File: src/source/decoder_pkg.sv
// Decoder control definitions
// ALU and LSU command encodings and the decoder state machine

package decoder_pkg;

    //////////////////////////////
    // Control words
    //////////////////////////////
    localparam int ALU_SEL_W  = 4;
    localparam int LSU_CTRL_W = 4;

    // {instr[30], funct3}
    typedef logic [ALU_SEL_W-1:0] alu_sel_t;

    // {store flag, funct3}
    typedef logic [LSU_CTRL_W-1:0] lsu_ctrl_t;

    localparam alu_sel_t  ALU_SEL_ADD   = 4'b0000;  // Default for non ALU classes
    localparam lsu_ctrl_t LSU_CTRL_NONE = 4'b0000;

    //////////////////////////////
    // Decoder state
    //////////////////////////////
    typedef enum logic [2:0] {
        DEC_OK    = 3'b001,
        DEC_STALL = 3'b010,  // One bubble inserted, retry follows
        DEC_ERROR = 3'b100   // Sticky until reset
    } dec_state_e;

endpackage

File: src/source/riscv_isa_pkg.sv
// RV32I instruction set definitions
// Word and field types, major opcodes and instruction field positions
// shared by the decoder blocks and the testbench

package riscv_isa_pkg;

    //////////////////////////////
    // Widths and types
    //////////////////////////////
    localparam int XLEN       = 32;
    localparam int REG_ADDR_W = 5;

    typedef logic [XLEN-1:0]       instr_t;     // Raw instruction word
    typedef logic [XLEN-1:0]       data_t;      // Data word, carries the immediate
    typedef logic [REG_ADDR_W-1:0] reg_addr_t;  // x0 .. x31
    typedef logic [6:0]            opcode_t;
    typedef logic [2:0]            funct3_t;

    //////////////////////////////
    // Field positions
    //////////////////////////////
    localparam int RD_LSB     = 7;
    localparam int FUNCT3_LSB = 12;
    localparam int RS1_LSB    = 15;
    localparam int RS2_LSB    = 20;
    localparam int ALT_BIT    = 30;  // SUB / SRA variant select

    //////////////////////////////
    // Major opcodes
    //////////////////////////////
    localparam opcode_t OPC_LOAD   = 7'b0000011;
    localparam opcode_t OPC_OPIMM  = 7'b0010011;
    localparam opcode_t OPC_AUIPC  = 7'b0010111;
    localparam opcode_t OPC_STORE  = 7'b0100011;
    localparam opcode_t OPC_OP     = 7'b0110011;
    localparam opcode_t OPC_LUI    = 7'b0110111;
    localparam opcode_t OPC_BRANCH = 7'b1100011;
    localparam opcode_t OPC_JALR   = 7'b1100111;
    localparam opcode_t OPC_JAL    = 7'b1101111;

    // SRLI / SRAI share this funct3, bit 30 tells them apart
    localparam funct3_t FUNCT3_SR = 3'b101;

endpackage
File: src/source/instr_decoder_top.sv
// RV32I decode stage top level
// Combinational field, immediate and hazard decode feeding one
// register stage, with a combinational ready back to fetch

`timescale 1ns/100ps

module instr_decoder_top (
    input  logic                     clk_i,
    input  logic                     rstn_i,
    input  riscv_isa_pkg::instr_t    instr_i,
    input  logic                     instr_valid_i,
    output logic                     ready_o,
    output logic                     illegal_instr_o,
    output decoder_pkg::alu_sel_t    alu_sel_o,
    output logic                     alu_wb_o,
    output riscv_isa_pkg::reg_addr_t alu_dest_o,
    output riscv_isa_pkg::reg_addr_t rf_addr_a_o,
    output riscv_isa_pkg::reg_addr_t rf_addr_b_o,
    output logic                     is_imm_o,
    output riscv_isa_pkg::data_t     imm_o,
    output logic                     lsu_new_o,
    output decoder_pkg::lsu_ctrl_t   lsu_ctrl_o,
    output riscv_isa_pkg::reg_addr_t lsu_regdest_o
);

    import riscv_isa_pkg::*;
    import decoder_pkg::*;

    data_t     imm;
    alu_sel_t  alu_sel;
    lsu_ctrl_t lsu_ctrl;
    reg_addr_t alu_dest, rs1_addr, rs2_addr, rd_addr, lsu_regdest;
    logic      alu_wb, is_imm, lsu_new, illegal;
    logic      rs1_used, rs2_used, rd_written;
    logic      stall, accept;

    imm_gen u_imm_gen (
        .instr_i (instr_i),
        .imm_o   (imm)
    );

    ctrl_decode u_ctrl_decode (
        .instr_i       (instr_i),
        .alu_sel_o     (alu_sel),
        .alu_wb_o      (alu_wb),
        .alu_dest_o    (alu_dest),
        .is_imm_o      (is_imm),
        .rs1_addr_o    (rs1_addr),
        .rs2_addr_o    (rs2_addr),
        .rs1_used_o    (rs1_used),
        .rs2_used_o    (rs2_used),
        .rd_written_o  (rd_written),
        .rd_addr_o     (rd_addr),
        .lsu_new_o     (lsu_new),
        .lsu_ctrl_o    (lsu_ctrl),
        .lsu_regdest_o (lsu_regdest),
        .illegal_o     (illegal)
    );

    hazard_unit u_hazard_unit (
        .clk_i         (clk_i),
        .rstn_i        (rstn_i),
        .instr_valid_i (instr_valid_i),
        .illegal_i     (illegal),
        .rs1_used_i    (rs1_used),
        .rs2_used_i    (rs2_used),
        .rd_written_i  (rd_written),
        .rs1_addr_i    (rs1_addr),
        .rs2_addr_i    (rs2_addr),
        .rd_addr_i     (rd_addr),
        .stall_o       (stall),
        .accept_o      (accept),
        .ready_o       (ready_o)
    );

    decode_regs u_decode_regs (
        .clk_i           (clk_i),
        .rstn_i          (rstn_i),
        .accept_i        (accept),
        .stall_i         (stall),
        .illegal_i       (illegal),
        .alu_sel_i       (alu_sel),
        .alu_wb_i        (alu_wb),
        .alu_dest_i      (alu_dest),
        .rs1_addr_i      (rs1_addr),
        .rs2_addr_i      (rs2_addr),
        .is_imm_i        (is_imm),
        .imm_i           (imm),
        .lsu_new_i       (lsu_new),
        .lsu_ctrl_i      (lsu_ctrl),
        .lsu_regdest_i   (lsu_regdest),
        .illegal_instr_o (illegal_instr_o),
        .alu_sel_o       (alu_sel_o),
        .alu_wb_o        (alu_wb_o),
        .alu_dest_o      (alu_dest_o),
        .rf_addr_a_o     (rf_addr_a_o),
        .rf_addr_b_o     (rf_addr_b_o),
        .is_imm_o        (is_imm_o),
        .imm_o           (imm_o),
        .lsu_new_o       (lsu_new_o),
        .lsu_ctrl_o      (lsu_ctrl_o),
        .lsu_regdest_o   (lsu_regdest_o)
    );

endmodule

File: src/source/decode_regs.sv
// Decode output stage
// Registers the decoded fields when an instruction is accepted and
// turns a stalled instruction into a bubble

`timescale 1ns/100ps

module decode_regs (
    input  logic                     clk_i,
    input  logic                     rstn_i,
    input  logic                     accept_i,
    input  logic                     stall_i,
    input  logic                     illegal_i,
    input  decoder_pkg::alu_sel_t    alu_sel_i,
    input  logic                     alu_wb_i,
    input  riscv_isa_pkg::reg_addr_t alu_dest_i,
    input  riscv_isa_pkg::reg_addr_t rs1_addr_i,
    input  riscv_isa_pkg::reg_addr_t rs2_addr_i,
    input  logic                     is_imm_i,
    input  riscv_isa_pkg::data_t     imm_i,
    input  logic                     lsu_new_i,
    input  decoder_pkg::lsu_ctrl_t   lsu_ctrl_i,
    input  riscv_isa_pkg::reg_addr_t lsu_regdest_i,
    output logic                     illegal_instr_o,
    output decoder_pkg::alu_sel_t    alu_sel_o,
    output logic                     alu_wb_o,
    output riscv_isa_pkg::reg_addr_t alu_dest_o,
    output riscv_isa_pkg::reg_addr_t rf_addr_a_o,
    output riscv_isa_pkg::reg_addr_t rf_addr_b_o,
    output logic                     is_imm_o,
    output riscv_isa_pkg::data_t     imm_o,
    output logic                     lsu_new_o,
    output decoder_pkg::lsu_ctrl_t   lsu_ctrl_o,
    output riscv_isa_pkg::reg_addr_t lsu_regdest_o
);

    always_ff @(posedge clk_i) begin
        if (!rstn_i) begin
            illegal_instr_o <= 1'b0;
            alu_sel_o       <= '0;
            alu_wb_o        <= 1'b0;
            alu_dest_o      <= '0;
            rf_addr_a_o     <= '0;
            rf_addr_b_o     <= '0;
            is_imm_o        <= 1'b0;
            imm_o           <= '0;
            lsu_new_o       <= 1'b0;
            lsu_ctrl_o      <= '0;
            lsu_regdest_o   <= '0;
        end else if (accept_i) begin
            // Side effects masked on a stall, the rest passes through
            illegal_instr_o <= illegal_i & ~stall_i;
            alu_wb_o        <= alu_wb_i & ~stall_i;
            lsu_new_o       <= lsu_new_i & ~stall_i;
            alu_sel_o       <= alu_sel_i;
            alu_dest_o      <= alu_dest_i;
            rf_addr_a_o     <= rs1_addr_i;
            rf_addr_b_o     <= rs2_addr_i;
            is_imm_o        <= is_imm_i;
            imm_o           <= imm_i;
            lsu_ctrl_o      <= lsu_ctrl_i;
            lsu_regdest_o   <= lsu_regdest_i;
        end
    end

endmodule

File: src/source/hazard_unit.sv
// Hazard unit
// Tracks the last issued destination register and the decoder state,
// detects read-after-write conflicts and drives the fetch ready

`timescale 1ns/100ps

module hazard_unit (
    input  logic                     clk_i,
    input  logic                     rstn_i,
    input  logic                     instr_valid_i,
    input  logic                     illegal_i,
    input  logic                     rs1_used_i,
    input  logic                     rs2_used_i,
    input  logic                     rd_written_i,
    input  riscv_isa_pkg::reg_addr_t rs1_addr_i,
    input  riscv_isa_pkg::reg_addr_t rs2_addr_i,
    input  riscv_isa_pkg::reg_addr_t rd_addr_i,
    output logic                     stall_o,
    output logic                     accept_o,
    output logic                     ready_o
);

    import riscv_isa_pkg::*;
    import decoder_pkg::*;

    dec_state_e state;
    reg_addr_t  prev_dest;
    logic       rs1_hit;
    logic       rs2_hit;

    //////////////////////////////
    // RAW detection
    //////////////////////////////
    assign rs1_hit = rs1_used_i && (rs1_addr_i != '0) && (rs1_addr_i == prev_dest);
    assign rs2_hit = rs2_used_i && (rs2_addr_i != '0) && (rs2_addr_i == prev_dest);

    assign stall_o  = instr_valid_i && (state == DEC_OK) && (rs1_hit || rs2_hit);
    assign accept_o = instr_valid_i && (state != DEC_ERROR);
    assign ready_o  = (state == DEC_OK) && !stall_o;  // Straight back to fetch

    // Only an instruction that really issued can create a hazard
    always_ff @(posedge clk_i) begin
        if (!rstn_i) begin
            prev_dest <= '0;
        end else if (accept_o && !stall_o && rd_written_i) begin
            prev_dest <= rd_addr_i;
        end else begin
            prev_dest <= '0;
        end
    end

    //////////////////////////////
    // State machine
    //////////////////////////////
    always_ff @(posedge clk_i) begin
        if (!rstn_i) begin
            state <= DEC_OK;
        end else begin
            case (state)
                DEC_OK: begin
                    if (instr_valid_i && illegal_i) state <= DEC_ERROR;
                    else if (stall_o)               state <= DEC_STALL;
                end
                DEC_STALL: begin
                    if (instr_valid_i && illegal_i) state <= DEC_ERROR;
                    else                            state <= DEC_OK;  // One bubble only
                end
                default: state <= DEC_ERROR;  // Locked until reset
            endcase
        end
    end

endmodule

File: src/source/ctrl_decode.sv
// Control decoder
// Maps the opcode class onto ALU, register file and LSU control,
// flags the illegal opcodes and reports which registers are touched

`timescale 1ns/100ps

module ctrl_decode (
    input  riscv_isa_pkg::instr_t    instr_i,
    output decoder_pkg::alu_sel_t    alu_sel_o,
    output logic                     alu_wb_o,
    output riscv_isa_pkg::reg_addr_t alu_dest_o,
    output logic                     is_imm_o,
    output riscv_isa_pkg::reg_addr_t rs1_addr_o,
    output riscv_isa_pkg::reg_addr_t rs2_addr_o,
    output logic                     rs1_used_o,
    output logic                     rs2_used_o,
    output logic                     rd_written_o,
    output riscv_isa_pkg::reg_addr_t rd_addr_o,
    output logic                     lsu_new_o,
    output decoder_pkg::lsu_ctrl_t   lsu_ctrl_o,
    output riscv_isa_pkg::reg_addr_t lsu_regdest_o,
    output logic                     illegal_o
);

    import riscv_isa_pkg::*;
    import decoder_pkg::*;

    opcode_t   opcode;
    funct3_t   funct3;
    reg_addr_t rd;
    reg_addr_t rs1;
    reg_addr_t rs2;
    logic      alt;  // Instruction bit 30

    assign opcode = instr_i[6:0];
    assign funct3 = instr_i[FUNCT3_LSB +: 3];
    assign rd     = instr_i[RD_LSB +: REG_ADDR_W];
    assign rs1    = instr_i[RS1_LSB +: REG_ADDR_W];
    assign rs2    = instr_i[RS2_LSB +: REG_ADDR_W];
    assign alt    = instr_i[ALT_BIT];

    //////////////////////////////
    // Per class control
    //////////////////////////////
    always_comb begin
        rs1_used_o    = 1'b0;
        rs2_used_o    = 1'b0;
        rd_written_o  = 1'b0;
        is_imm_o      = 1'b1;  // Every legal class but OP
        alu_sel_o     = ALU_SEL_ADD;
        lsu_new_o     = 1'b0;
        lsu_ctrl_o    = LSU_CTRL_NONE;
        lsu_regdest_o = '0;
        illegal_o     = 1'b0;
        case (opcode)
            OPC_LUI, OPC_AUIPC, OPC_JAL: begin
                rd_written_o = 1'b1;
            end
            OPC_JALR: begin
                rs1_used_o   = 1'b1;
                rd_written_o = 1'b1;
            end
            OPC_OPIMM: begin
                rs1_used_o   = 1'b1;
                rd_written_o = 1'b1;
                // Bit 30 is part of the immediate except for shift right
                alu_sel_o    = {(funct3 == FUNCT3_SR) & alt, funct3};
            end
            OPC_OP: begin
                rs1_used_o   = 1'b1;
                rs2_used_o   = 1'b1;
                rd_written_o = 1'b1;
                is_imm_o     = 1'b0;
                alu_sel_o    = {alt, funct3};
            end
            OPC_LOAD: begin
                rs1_used_o    = 1'b1;
                rd_written_o  = 1'b1;
                lsu_new_o     = 1'b1;
                lsu_ctrl_o    = {1'b0, funct3};
                lsu_regdest_o = rd;  // Written back by the LSU, not the ALU
            end
            OPC_STORE: begin
                rs1_used_o = 1'b1;
                rs2_used_o = 1'b1;
                lsu_new_o  = 1'b1;
                lsu_ctrl_o = {1'b1, funct3};
            end
            OPC_BRANCH: begin
                rs1_used_o = 1'b1;
                rs2_used_o = 1'b1;
            end
            default: begin
                is_imm_o  = 1'b0;
                illegal_o = 1'b1;
            end
        endcase
    end

    // ALU owns the writeback for everything except loads
    assign alu_wb_o   = rd_written_o & (opcode != OPC_LOAD);
    assign alu_dest_o = alu_wb_o ? rd : '0;

    // Unused fields read as x0 so the hazard check ignores them
    assign rs1_addr_o = rs1_used_o ? rs1 : '0;
    assign rs2_addr_o = rs2_used_o ? rs2 : '0;
    assign rd_addr_o  = rd_written_o ? rd : '0;

endmodule

File: src/source/imm_gen.sv
// Immediate generator
// Picks the immediate format from the opcode, reassembles the
// scattered bit fields and sign-extends the result to XLEN

`timescale 1ns/100ps

module imm_gen (
    input  riscv_isa_pkg::instr_t instr_i,
    output riscv_isa_pkg::data_t  imm_o
);

    import riscv_isa_pkg::*;

    opcode_t opcode;
    data_t   imm_i_fmt;
    data_t   imm_s_fmt;
    data_t   imm_b_fmt;
    data_t   imm_j_fmt;
    data_t   imm_u_fmt;

    assign opcode = instr_i[6:0];

    //////////////////////////////
    // Format assembly
    //////////////////////////////
    assign imm_i_fmt = {{(XLEN-12){instr_i[31]}}, instr_i[31:20]};
    assign imm_s_fmt = {{(XLEN-12){instr_i[31]}}, instr_i[31:25], instr_i[11:7]};

    // Bit 0 is implied zero for branch and jump targets
    assign imm_b_fmt = {{(XLEN-13){instr_i[31]}}, instr_i[31], instr_i[7],
                        instr_i[30:25], instr_i[11:8], 1'b0};
    assign imm_j_fmt = {{(XLEN-21){instr_i[31]}}, instr_i[31], instr_i[19:12],
                        instr_i[20], instr_i[30:21], 1'b0};

    assign imm_u_fmt = {instr_i[31:12], 12'b0};  // Upper 20 bits, no extension

    //////////////////////////////
    // Format select
    //////////////////////////////
    always_comb begin
        case (opcode)
            OPC_LOAD, OPC_OPIMM, OPC_JALR: imm_o = imm_i_fmt;
            OPC_STORE:                     imm_o = imm_s_fmt;
            OPC_BRANCH:                    imm_o = imm_b_fmt;
            OPC_JAL:                       imm_o = imm_j_fmt;
            OPC_LUI, OPC_AUIPC:            imm_o = imm_u_fmt;
            default:                       imm_o = '0;  // OP and unknown opcodes
        endcase
    end

endmodule

File: config.mk
export PLATFORM = sky130hd
export DESIGN_NAME = instr_decoder_top
export DESIGN_NICKNAME = d
export VERILOG_FILES = /design/src/source/decoder_pkg.sv /design/src/source/riscv_isa_pkg.sv /design/src/source/instr_decoder_top.sv /design/src/source/decode_regs.sv /design/src/source/hazard_unit.sv /design/src/source/ctrl_decode.sv /design/src/source/imm_gen.sv
export SDC_FILE = /design/constraint.sdc
export NUM_CORES = 1
export LEC_CHECK = 0
export BUFFER_PORTS_ARGS = -buffer_cell sky130_fd_sc_hd__buf_2
export CAP_MARGIN = 20
export CORE_AREA = 2 2 86 88
export DETAILED_ROUTE_END_ITERATION = 7
export DIE_AREA = 0 0 88 90
export PLACE_DENSITY = 0.76
export SYNTH_ARGS = -nofsm -noshare
export SYNTH_HDL_FRONTEND = slang
export SYNTH_SLANG_ARGS = --single-unit
File: constraint.sdc
create_clock -name clk_i -period 2.32 [get_ports clk_i]
set_input_delay 0.58 -clock clk_i [delete_from_list [all_inputs] [get_ports clk_i]]
set_output_delay 0.58 -clock clk_i [all_outputs]
set_load 0.02 [all_outputs]
After elaboration in Yosys (flattened, before gate mapping)
Index checks and enable logic that the tools add are counted.
{"block": "totals", "reg_bits": 72, "elab_cells": 77, "output_inout_bits": 65, "input_bits": 35}
{"block": "op_classes", "n_reduce_logical": 24, "n_eq_ne": 17, "mux": 17, "n_bitwise": 6}
{"op": "one-hot mux 32 bit (5 select lines)", "count": 1}
{"op": "equality test 7 x 6 -> 1 bit, second input constant", "count": 3}
{"op": "equality test 7 bit, second input constant", "count": 3}
{"op": "2-to-1 mux 5 bit", "count": 4}
{"op": "one-hot mux 4 bit (2 select lines)", "count": 2}
{"op": "equality test 7 x 5 -> 1 bit, second input constant", "count": 2}
{"op": "logical AND 1 bit", "count": 11}
{"op": "equality test 5 bit", "count": 2}
{"op": "nonzero test 5 bit", "count": 2}
{"op": "2-to-1 mux 3 bit", "count": 3}
{"op": "OR reduction 9 bit", "count": 1}
{"op": "OR reduction 8 bit", "count": 1}
{"op": "equality test 7 x 2 -> 1 bit, second input constant", "count": 1}
{"op": "inequality test 7 x 2 -> 1 bit, second input constant", "count": 1}
{"op": "OR reduction 7 bit", "count": 1}
{"op": "2-to-1 mux 1 bit", "count": 6}
{"op": "one-hot mux 3 bit (2 select lines)", "count": 1}
{"op": "OR reduction 3 bit", "count": 2}
{"op": "OR reduction 6 bit", "count": 1}
{"op": "AND 1 bit", "count": 5}
{"op": "OR reduction 2 bit", "count": 2}
{"op": "equality test 3 x 1 -> 1 bit, second input constant", "count": 1}
{"op": "equality test 3 x 2 -> 1 bit, second input constant", "count": 1}
{"op": "equality test 3 bit, second input constant", "count": 1}
{"op": "6 further kinds", "count": 6}

Longest topological paths before layout
Gate-level depths: netlist of the first run.
{"block": "logic_depth", "word_depth": 13, "depth_mapped": 7, "ltp_nobuf": 5}

Hierarchy
Synthesis of the first run repeated with hierarchy kept, for this count alone.
{"block": "unflattened", "hier_cells": 401, "hier_area_um2": 3961.3}
{"module": "decode_regs", "instances": 1, "seq_area_each_um2": 1281.2, "cells_per_inst": 210, "area_each_um2": 2469.9}
{"module": "imm_gen", "instances": 1, "seq_area_each_um2": 0.0, "cells_per_inst": 79, "area_each_um2": 546.8}
{"module": "ctrl_decode", "instances": 1, "seq_area_each_um2": 0.0, "cells_per_inst": 60, "area_each_um2": 478.0}
{"module": "hazard_unit", "instances": 1, "seq_area_each_um2": 160.2, "cells_per_inst": 52, "area_each_um2": 466.7}

Worst setup path after synthesis of the first run
Ideal clock, no wire load.
{"block": "synth_timing", "path_kind": "input to output", "startpoint": "in instr_i[4]", "endpoint": "out ready_o", "t_arrival_ps": 1888, "cell_stages": 6, "setup_slack_ps": -148, "t_required_ps": 1740, "path_cell_list": "buf_2 > and3b_1 > o21ai_1 > and4bb_2 > or2_1 > nor2_1"}
{"block": "synth_via", "elab_chain_len": 11, "elab_cells_between_ends": 24}
{"item": "from (decl)", "line": "instr_decoder_top.sv:10", "text": "input riscv_isa_pkg::instr_t instr_i,"}
{"item": "equality test 7 bit (tied with other cells)", "line": "ctrl_decode.sv:55", "text": "case (opcode)"}
{"item": "OR reduction 6 bit (no source line) or OR reduction 3 bit (tied branches)"}
{"item": "2-to-1 mux 1 bit", "line": "ctrl_decode.sv:55"}
{"item": "2-to-1 mux 5 bit (on tied branches)", "line": "ctrl_decode.sv:105, ctrl_decode.sv:106"}
{"item": "nonzero test 5 bit (on tied branches)", "line": "hazard_unit.sv:34, hazard_unit.sv:35"}
{"item": "logical AND 1 bit (on tied branches) (2 in series)", "line": "hazard_unit.sv:34, hazard_unit.sv:35"}
{"item": "logical OR 1 bit *", "line": "hazard_unit.sv:37", "text": "assign stall_o = instr_valid_i && (state == DEC_OK) && (rs1_hit || rs2_hit);"}
{"item": "logical AND 1 bit *", "line": "hazard_unit.sv:37"}
{"item": "zero test 1 bit *", "line": "hazard_unit.sv:39", "text": "assign ready_o = (state == DEC_OK) && !stall_o;"}
{"item": "logical AND 1 bit *", "line": "hazard_unit.sv:39"}
{"item": "to (decl)", "line": "instr_decoder_top.sv:12", "text": "output logic ready_o,"}
Every way passes the cells marked *; elsewhere a longest branch is shown, timed or not.

Worst setup path in the final report of the first run
{"block": "layout_timing", "startpoint": "in instr_i[21]", "endpoint": "out ready_o"}
{"block": "layout_via", "elab_chain_len": 8, "elab_cells_between_ends": 9}
{"item": "2-to-1 mux 5 bit *", "line": "ctrl_decode.sv:106", "text": "assign rs2_addr_o = rs2_used_o ? rs2 : '0;"}
{"item": "nonzero test 5 bit", "line": "hazard_unit.sv:35", "text": "assign rs2_hit = rs2_used_i && (rs2_addr_i != '0) && (rs2_addr_i == prev_dest);"}
{"item": "logical AND 1 bit", "line": "hazard_unit.sv:35"}
{"item": "logical AND 1 bit *", "line": "hazard_unit.sv:35"}
{"item": "logical OR 1 bit *", "line": "hazard_unit.sv:37"}
{"item": "logical AND 1 bit *", "line": "hazard_unit.sv:37"}
{"item": "zero test 1 bit *", "line": "hazard_unit.sv:39"}
{"item": "logical AND 1 bit *", "line": "hazard_unit.sv:39"}
Marks and branches as above.

==> flow_summary.toml, run 1 <==
[outcome]
status = "complete, but fails checks"
violations = "negative setup slack"

[clocking]
cts.sinks = 72
numCtsBuffers = 9
insertion_delay_ps = 350
cts-root-buf = "clkbuf_8"
cts_tree = "yes"
cts-hold-fix-buffers = 0
cts_setup_buffers = 0
htreeDepth = 3
clk_pin_slew_ps = 80
clk_path_buf_depth = 2

[critical_path]
slowest_stage = "or3_4"
cpMostUsedCell = "buf_6"
crit_chain = "buf_6, or3_4, o311ai_4, nor4_4, or2_4, nor2_4, buf_6"
crit_required_ps = 1740
cp_num_cells = 7
worstSetupPathType = "input port to primary output"
path_max_fanout = 2
startpoint = "instr_i[21]"
r2r-start = "u_hazard_unit.state[0]$_SDFFE_PN1P_"
worst-path-buf-inv = 2
critical_path.top_delay_family = "simple AND/OR/NAND/NOR gates"
critPathMaxStageDelay_ps = 400
critPathArrivalTime_ps = 1860
endpoint_kind = "primary output"
worst_r2r_path_depth = 4
cp-start-kind = "input port"

[timing]
finalCritPeriodShare = 1.05
tightest_slew_ps = 662
rsz0062_at_grt = "true"
finalSetupViolCount = 1
worst_clock_skew_ps = 9.18
worst_slack_ps = -116
final-max-slew-violation-count = 0
max_clock_freq_ghz = 0.411
period_needed_ps = 2440
hold_violations = 0
slew_headroom = 0.555

[synthesis]
synth_nets = 378
seq_area_frac_synth = 0.458
synth-edff-count = 0
syn-cell-area_um2 = 3150
async_flop_share = 0
syn_inst = 343
yosysUniqueCellTypes = 53
synthFlopType = "dfxtp_1"
yosys_warnings = 0
avgSynthCellArea_um2 = 9.19
ys_seq_elements = 72

[placement]
dp.final_hpwl_um = 6800
place_area_um2 = 4020
place_congestion = 0.926
io_buffers = 99

[worst_hold_path]
min-delay-start = "u_decode_regs.is_imm_o$_SDFFE_PN0P_"
hold_depth = 2
holdCritPathClass = "flop to flop"

[cells_and_area]
insertedDiodeCount = 0
area_growth_pct = 36.7
drive_above_1_share = 0.369
fin_area_um2 = 4310
fin_nets = 510

[floorplan]
die_area_um2 = 7920
start_util = 0.449
die_w_um = 88
std_cell_rows = 31
io-pin-count = 100
core_um2 = 7020
fp.dieH_um = 90

[detailed_routing]
ant_nets = 0
post_drt_via_cell_ratio = 5.32
drc = 0
drt_pre_antenna_iters = 4
wl_per_cell_um = 15.9
vias = 3080
drt_wl_total_um = 9200
dr.first_iter.drc_count = 146

[global_route]
grt_pass1_wl_um = 14700
grt_pass1_vias = 2967
antenna_found_initial = 0
grt_use_total = 0.237
grt_max_degree = 47
grt_overflow_total = 0

[power]
power.total_mw = 2.77
p_leak_nw = 1.86
powerDensity_nw_per_um2 = 644
max-vdd-ir-drop_uv = 446

[flow_run]
drv_cap = 0
[tightest hold or removal path, cell delays in order (launching register included)]
cell and delay [ps]:
dfxtp_1 310, nand2_1 50, nand2_1 40
[area by class of cell]
type | instances | area (µm²)
repair buffers | 142 | 862
fillers | 629 | 2710
clock inverters | 6 | 115
well taps | 99 | 124
multi-input cells | 247 | 1620
clock buffers | 10 | 138
flip-flops and latches | 72 | 1440
inverters | 3 | 11.3
[per-stage QoR]
stage,worst slack (ps),util,std cells,setup TNS (ps),hold slack [ps]
after floorplan,-42.6,-,343,-42.6,520
after CTS,-118,0.612,579,-118,438
after global placement,-255,0.573,563,-255,427
after global routing,-161,0.614,579,-161,438
final,-116,0.614,579,-116,439
after detailed placement,-282,0.573,563,-282,430
[Yosys cell counts, drive strengths merged, types with 2 or more instances]
cell    instances  share of area
and4b           2         0.0064
nand3           8          0.014
o211a           3         0.0095
o21ai          31          0.049
nor4            5          0.021
xor2            2         0.0056
a32oi           2         0.0056
o31ai           2         0.0048
and3b           2         0.0056
and3            2         0.0040
nor2           14          0.020
clkbuf          7         0.0083
nor3            4         0.0064
dfxtp          72           0.46
a22o           18          0.050
xnor2           8          0.022
a21oi          30          0.048
a211oi          2         0.0048
and2            8          0.016
buf            14          0.027
a22oi          18          0.043
nand2          45          0.054
and4bb          3          0.012
a21boi          4         0.0095
nand2b          2         0.0040
inv             3         0.0036
nor2b          16          0.034
o311ai          2          0.017
[final timing paths]
check                                                           endpoint  slack [ps]
worst max-delay path                                             ready_o        -120
worst min-delay path                 u_decode_regs.is_imm_o$_SDFFE_PN0P_         440
worst max register to register  u_decode_regs.alu_dest_o[0]$_SDFFE_PN0P_         600
worst min register to register       u_decode_regs.is_imm_o$_SDFFE_PN0P_         440
[flip-flops by register name (all words and copies together), names as in the netlist, 3 cells and up]
register	count
u_decode_regs.imm_o	32
u_decode_regs.alu_dest_o	5
u_decode_regs.lsu_regdest_o	5
u_decode_regs.rf_addr_a_o	5
u_decode_regs.rf_addr_b_o	5
u_hazard_unit.prev_dest	5
u_decode_regs.alu_sel_o	4
u_decode_regs.lsu_ctrl_o	4
u_hazard_unit.state	3
[cells by family after synthesis]
family,Yosys count,share of synthesized area
flops,72,0.458
buf+inv,24,0.0385
xor+xnor,10,0.0278
compound gates,119,0.259
simple gates,118,0.217
[placed cells by master (no fill, tap or decap), types with 7 or more instances in the layout]
master / count
a21oi_1: 30
a22o_1: 18
a22oi_1: 18
and2_1: 7
buf_2: 96
buf_4: 41
clkbuf_8: 10
dfxtp_1: 72
nand2_1: 45
nand3_1: 7
nor2_1: 11
nor2b_1: 15
o21ai_0: 20
o21ai_1: 11
xnor2_1: 8
[layer usage]
metal | track usage | vias up | share of wire
met5 | 0 | - | 0
met4 | 0.100 | 0 | 0.018
met3 | 0.0468 | 14 | 0.050
met2 | 0.377 | 92 | 0.48
met1 | 0.311 | 1469 | 0.45
li1 | - | 1505 | -
[repair_timing]
action | CTS | global route
endpoints found under the setup margin | 1 | 1
pin swaps | 4 | 1
resized for setup | 5 | 2
[report_power, final]
group	internal (mW)	switching [mW]	total [mW]
clock	0.749	0.491	1.24
combinational	0.120	0.162	0.282
sequential	1.24	0.00842	1.25
Note: power is estimated with default switching activity, not from simulation.
==> run 2, diff against run 1 <==
--- a/config.mk
+++ b/config.mk
@@ -10,7 +10,7 @@
 export CORE_AREA = 2 2 86 88
 export DETAILED_ROUTE_END_ITERATION = 7
 export DIE_AREA = 0 0 88 90
-export PLACE_DENSITY = 0.76
+export PLACE_DENSITY = 0.81
 export SYNTH_ARGS = -nofsm -noshare
 export SYNTH_HDL_FRONTEND = slang
 export SYNTH_SLANG_ARGS = --single-unit
==> constraint.sdc (replaced) <==
create_clock -name clk_i -period 2.32 [get_ports clk_i]
set_input_delay 0 -clock clk_i [delete_from_list [all_inputs] [get_ports clk_i]]
set_output_delay 0 -clock clk_i [all_outputs]
set_load 0.02 [all_outputs]
==> flow_summary.toml, run 2 (synthesis gave the netlist of run 1 again) <==
[cells_and_area]
final_cell_mix = "buf_2 (99), dfxtp_1 (72), nand2_1 (45)"
area_growth_pct = 29.7
insertedDiodeCount = 0
regArea_um2 = 1440
largest_reg_flops = 32
top_register = "u_decode_regs.imm_o"
num-fill-cells = 657
multi_input_area_um2 = 1590
fin_nets = 489
final_common_cell = "buf_2"
drive_above_1_share = 0.290

[worst_hold_path]
holdCritPathClass = "input port to flop"

[power]
powerDensity_nw_per_um2 = 626
power.total_mw = 2.56
p_leak_nw = 1.70
max-vdd-ir-drop_uv = 342

[clocking]
htreeDepth = 3
cts_tree = "yes"
insertion_delay_ps = 340
cts-root-buf = "clkbuf_8"
clk_pin_slew_ps = 70
numCtsBuffers = 9
clk_path_buf_depth = 2
cts.sinks = 72
cts_resized = 0

[timing]
period_needed_ps = 2090
finalSetupViolCount = 0
tightest_slew_ps = 792
max_clock_freq_ghz = 0.479
finalSetupTns_ps = 0
rsz0062_at_grt = "false"
finalCritPeriodShare = 0.900
hold_violations = 0
slew_headroom = 0.472
final-max-slew-violation-count = 0
worst_clock_skew_ps = 8.55

[detailed_routing]
ant_nets = 0
vias = 2995
wl_per_cell_um = 15.6
drc = 0
post_drt_via_cell_ratio = 5.38
drt_pre_antenna_iters = 7
drt_wl_total_um = 8710
dr.first_iter.drc_count = 178

[critical_path]
endpoint_kind = "primary output"
cp-start-kind = "flop"
critPathArrivalTime_ps = 2090
path_max_fanout = 6
crit_required_ps = 2320
worstSetupPathType = "flop to primary output"

[global_route]
grt_max_degree = 47
grt_overflow_total = 0
grt_use_total = 0.223
grt_pass1_wl_um = 13800
grt_pass1_vias = 2732
antenna_found_initial = 0

[placement]
io_buffers = 99
place_congestion = 0.928
dp.final_hpwl_um = 6200

[floorplan]
fp.dieH_um = 90
std_cell_rows = 31
io-pin-count = 100
die_area_um2 = 7920
die_w_um = 88
core_um2 = 7020
start_util = 0.449

[flow_run]
drv_cap = 0

[outcome]
status = "completed"
==> run 2: cell types whose count changed in the layout (fill, tap and decap cells not counted), moves of 2 or more <==
| cell | previous run | this run |
|---|---|---|
| buf_12 | 2 | 0 |
| buf_2 | 96 | 99 |
| buf_4 | 41 | 4 |
| buf_6 | 3 | 0 |
| clkinvlp_4 | 1 | 3 |
| dlygate4sd3_1 | 0 | 18 |
==> run 2: routing by layer <==
| layer | track usage | wire (µm) | part of all wire |
|---|---|---|---|
| met5 | 0 | 0 | 0 |
| met1 | 0.306 | 3900 | 0.45 |
| met3 | 0.0367 | 506 | 0.058 |
| met2 | 0.349 | 4150 | 0.48 |
| met4 | 0.0833 | 153 | 0.018 |
==> run 2: what timing repair did <==
item,CTS,global route
hold endpoints to repair,40,0
buffers inserted,0,0
endpoints found under the setup margin,0,0
hold buffers,18,0
==> run 2: where the power goes <==
part	internal (mW)	switching, mW	leakage, nW
sequential	1.24	0.00838	0.581
clock	0.599	0.458	0.0946
combinational	0.0951	0.152	1.03
==> run 2: path summary, 6_finish.rpt <==
kind | startpoint | to | slack, ps | cells past startpoint
min | instr_i[19] | u_decode_regs.rf_addr_a_o[4]$_SDFFE_PN0P_ | 30 | 3
max reg2reg | u_hazard_unit.state[0]$_SDFFE_PN1P_ | u_decode_regs.alu_dest_o[1]$_SDFFE_PN0P_ | 340 | 4
max | u_hazard_unit.state[0]$_SDFFE_PN1P_ | ready_o | 230 | 6
min reg2reg | u_decode_regs.imm_o[25]$_SDFFE_PN0P_ | u_decode_regs.imm_o[25]$_SDFFE_PN0P_ | 440 | 2
==> run 2: layout make-up <==
| type | count | area share |
|---|---|---|
| multi-input combinational | 247 | 0.390 |
| sequential | 72 | 0.353 |
| timing repair buffer | 121 | 0.173 |
| clock buffer | 10 | 0.0312 |
| tap | 99 | 0.0303 |
| clock inverter | 5 | 0.0202 |
| inverter | 3 | 0.00276 |
==> run 2: critical path, stage by stage (launching register included) <==
cell	delay, ps
dfxtp_1	460
and4bb_2	310
o311ai_4	110
nor4_4	430
or2_1	220
nor2_1	60
buf_2	160
==> run 2: per-stage QoR <==
| stage | instance area [µm²] | util | setup slack (ps) | std cells | hold WS [ps] |
|---|---|---|---|---|---|
| 2_1_floorplan | 3150 | - | 827 | 343 | 122 |
| 3_3_place_gp | 3690 | 0.526 | 386 | 524 | 235 |
| 3_5_place_dp | 3690 | 0.526 | 383 | 524 | 238 |
| 4_1_cts | 4090 | 0.582 | 232 | 557 | 17.4 |
| 5_1_grt | 4090 | 0.582 | 153 | 557 | 31.4 |
| 6_report | 4090 | 0.582 | 232 | 557 | 31.0 |
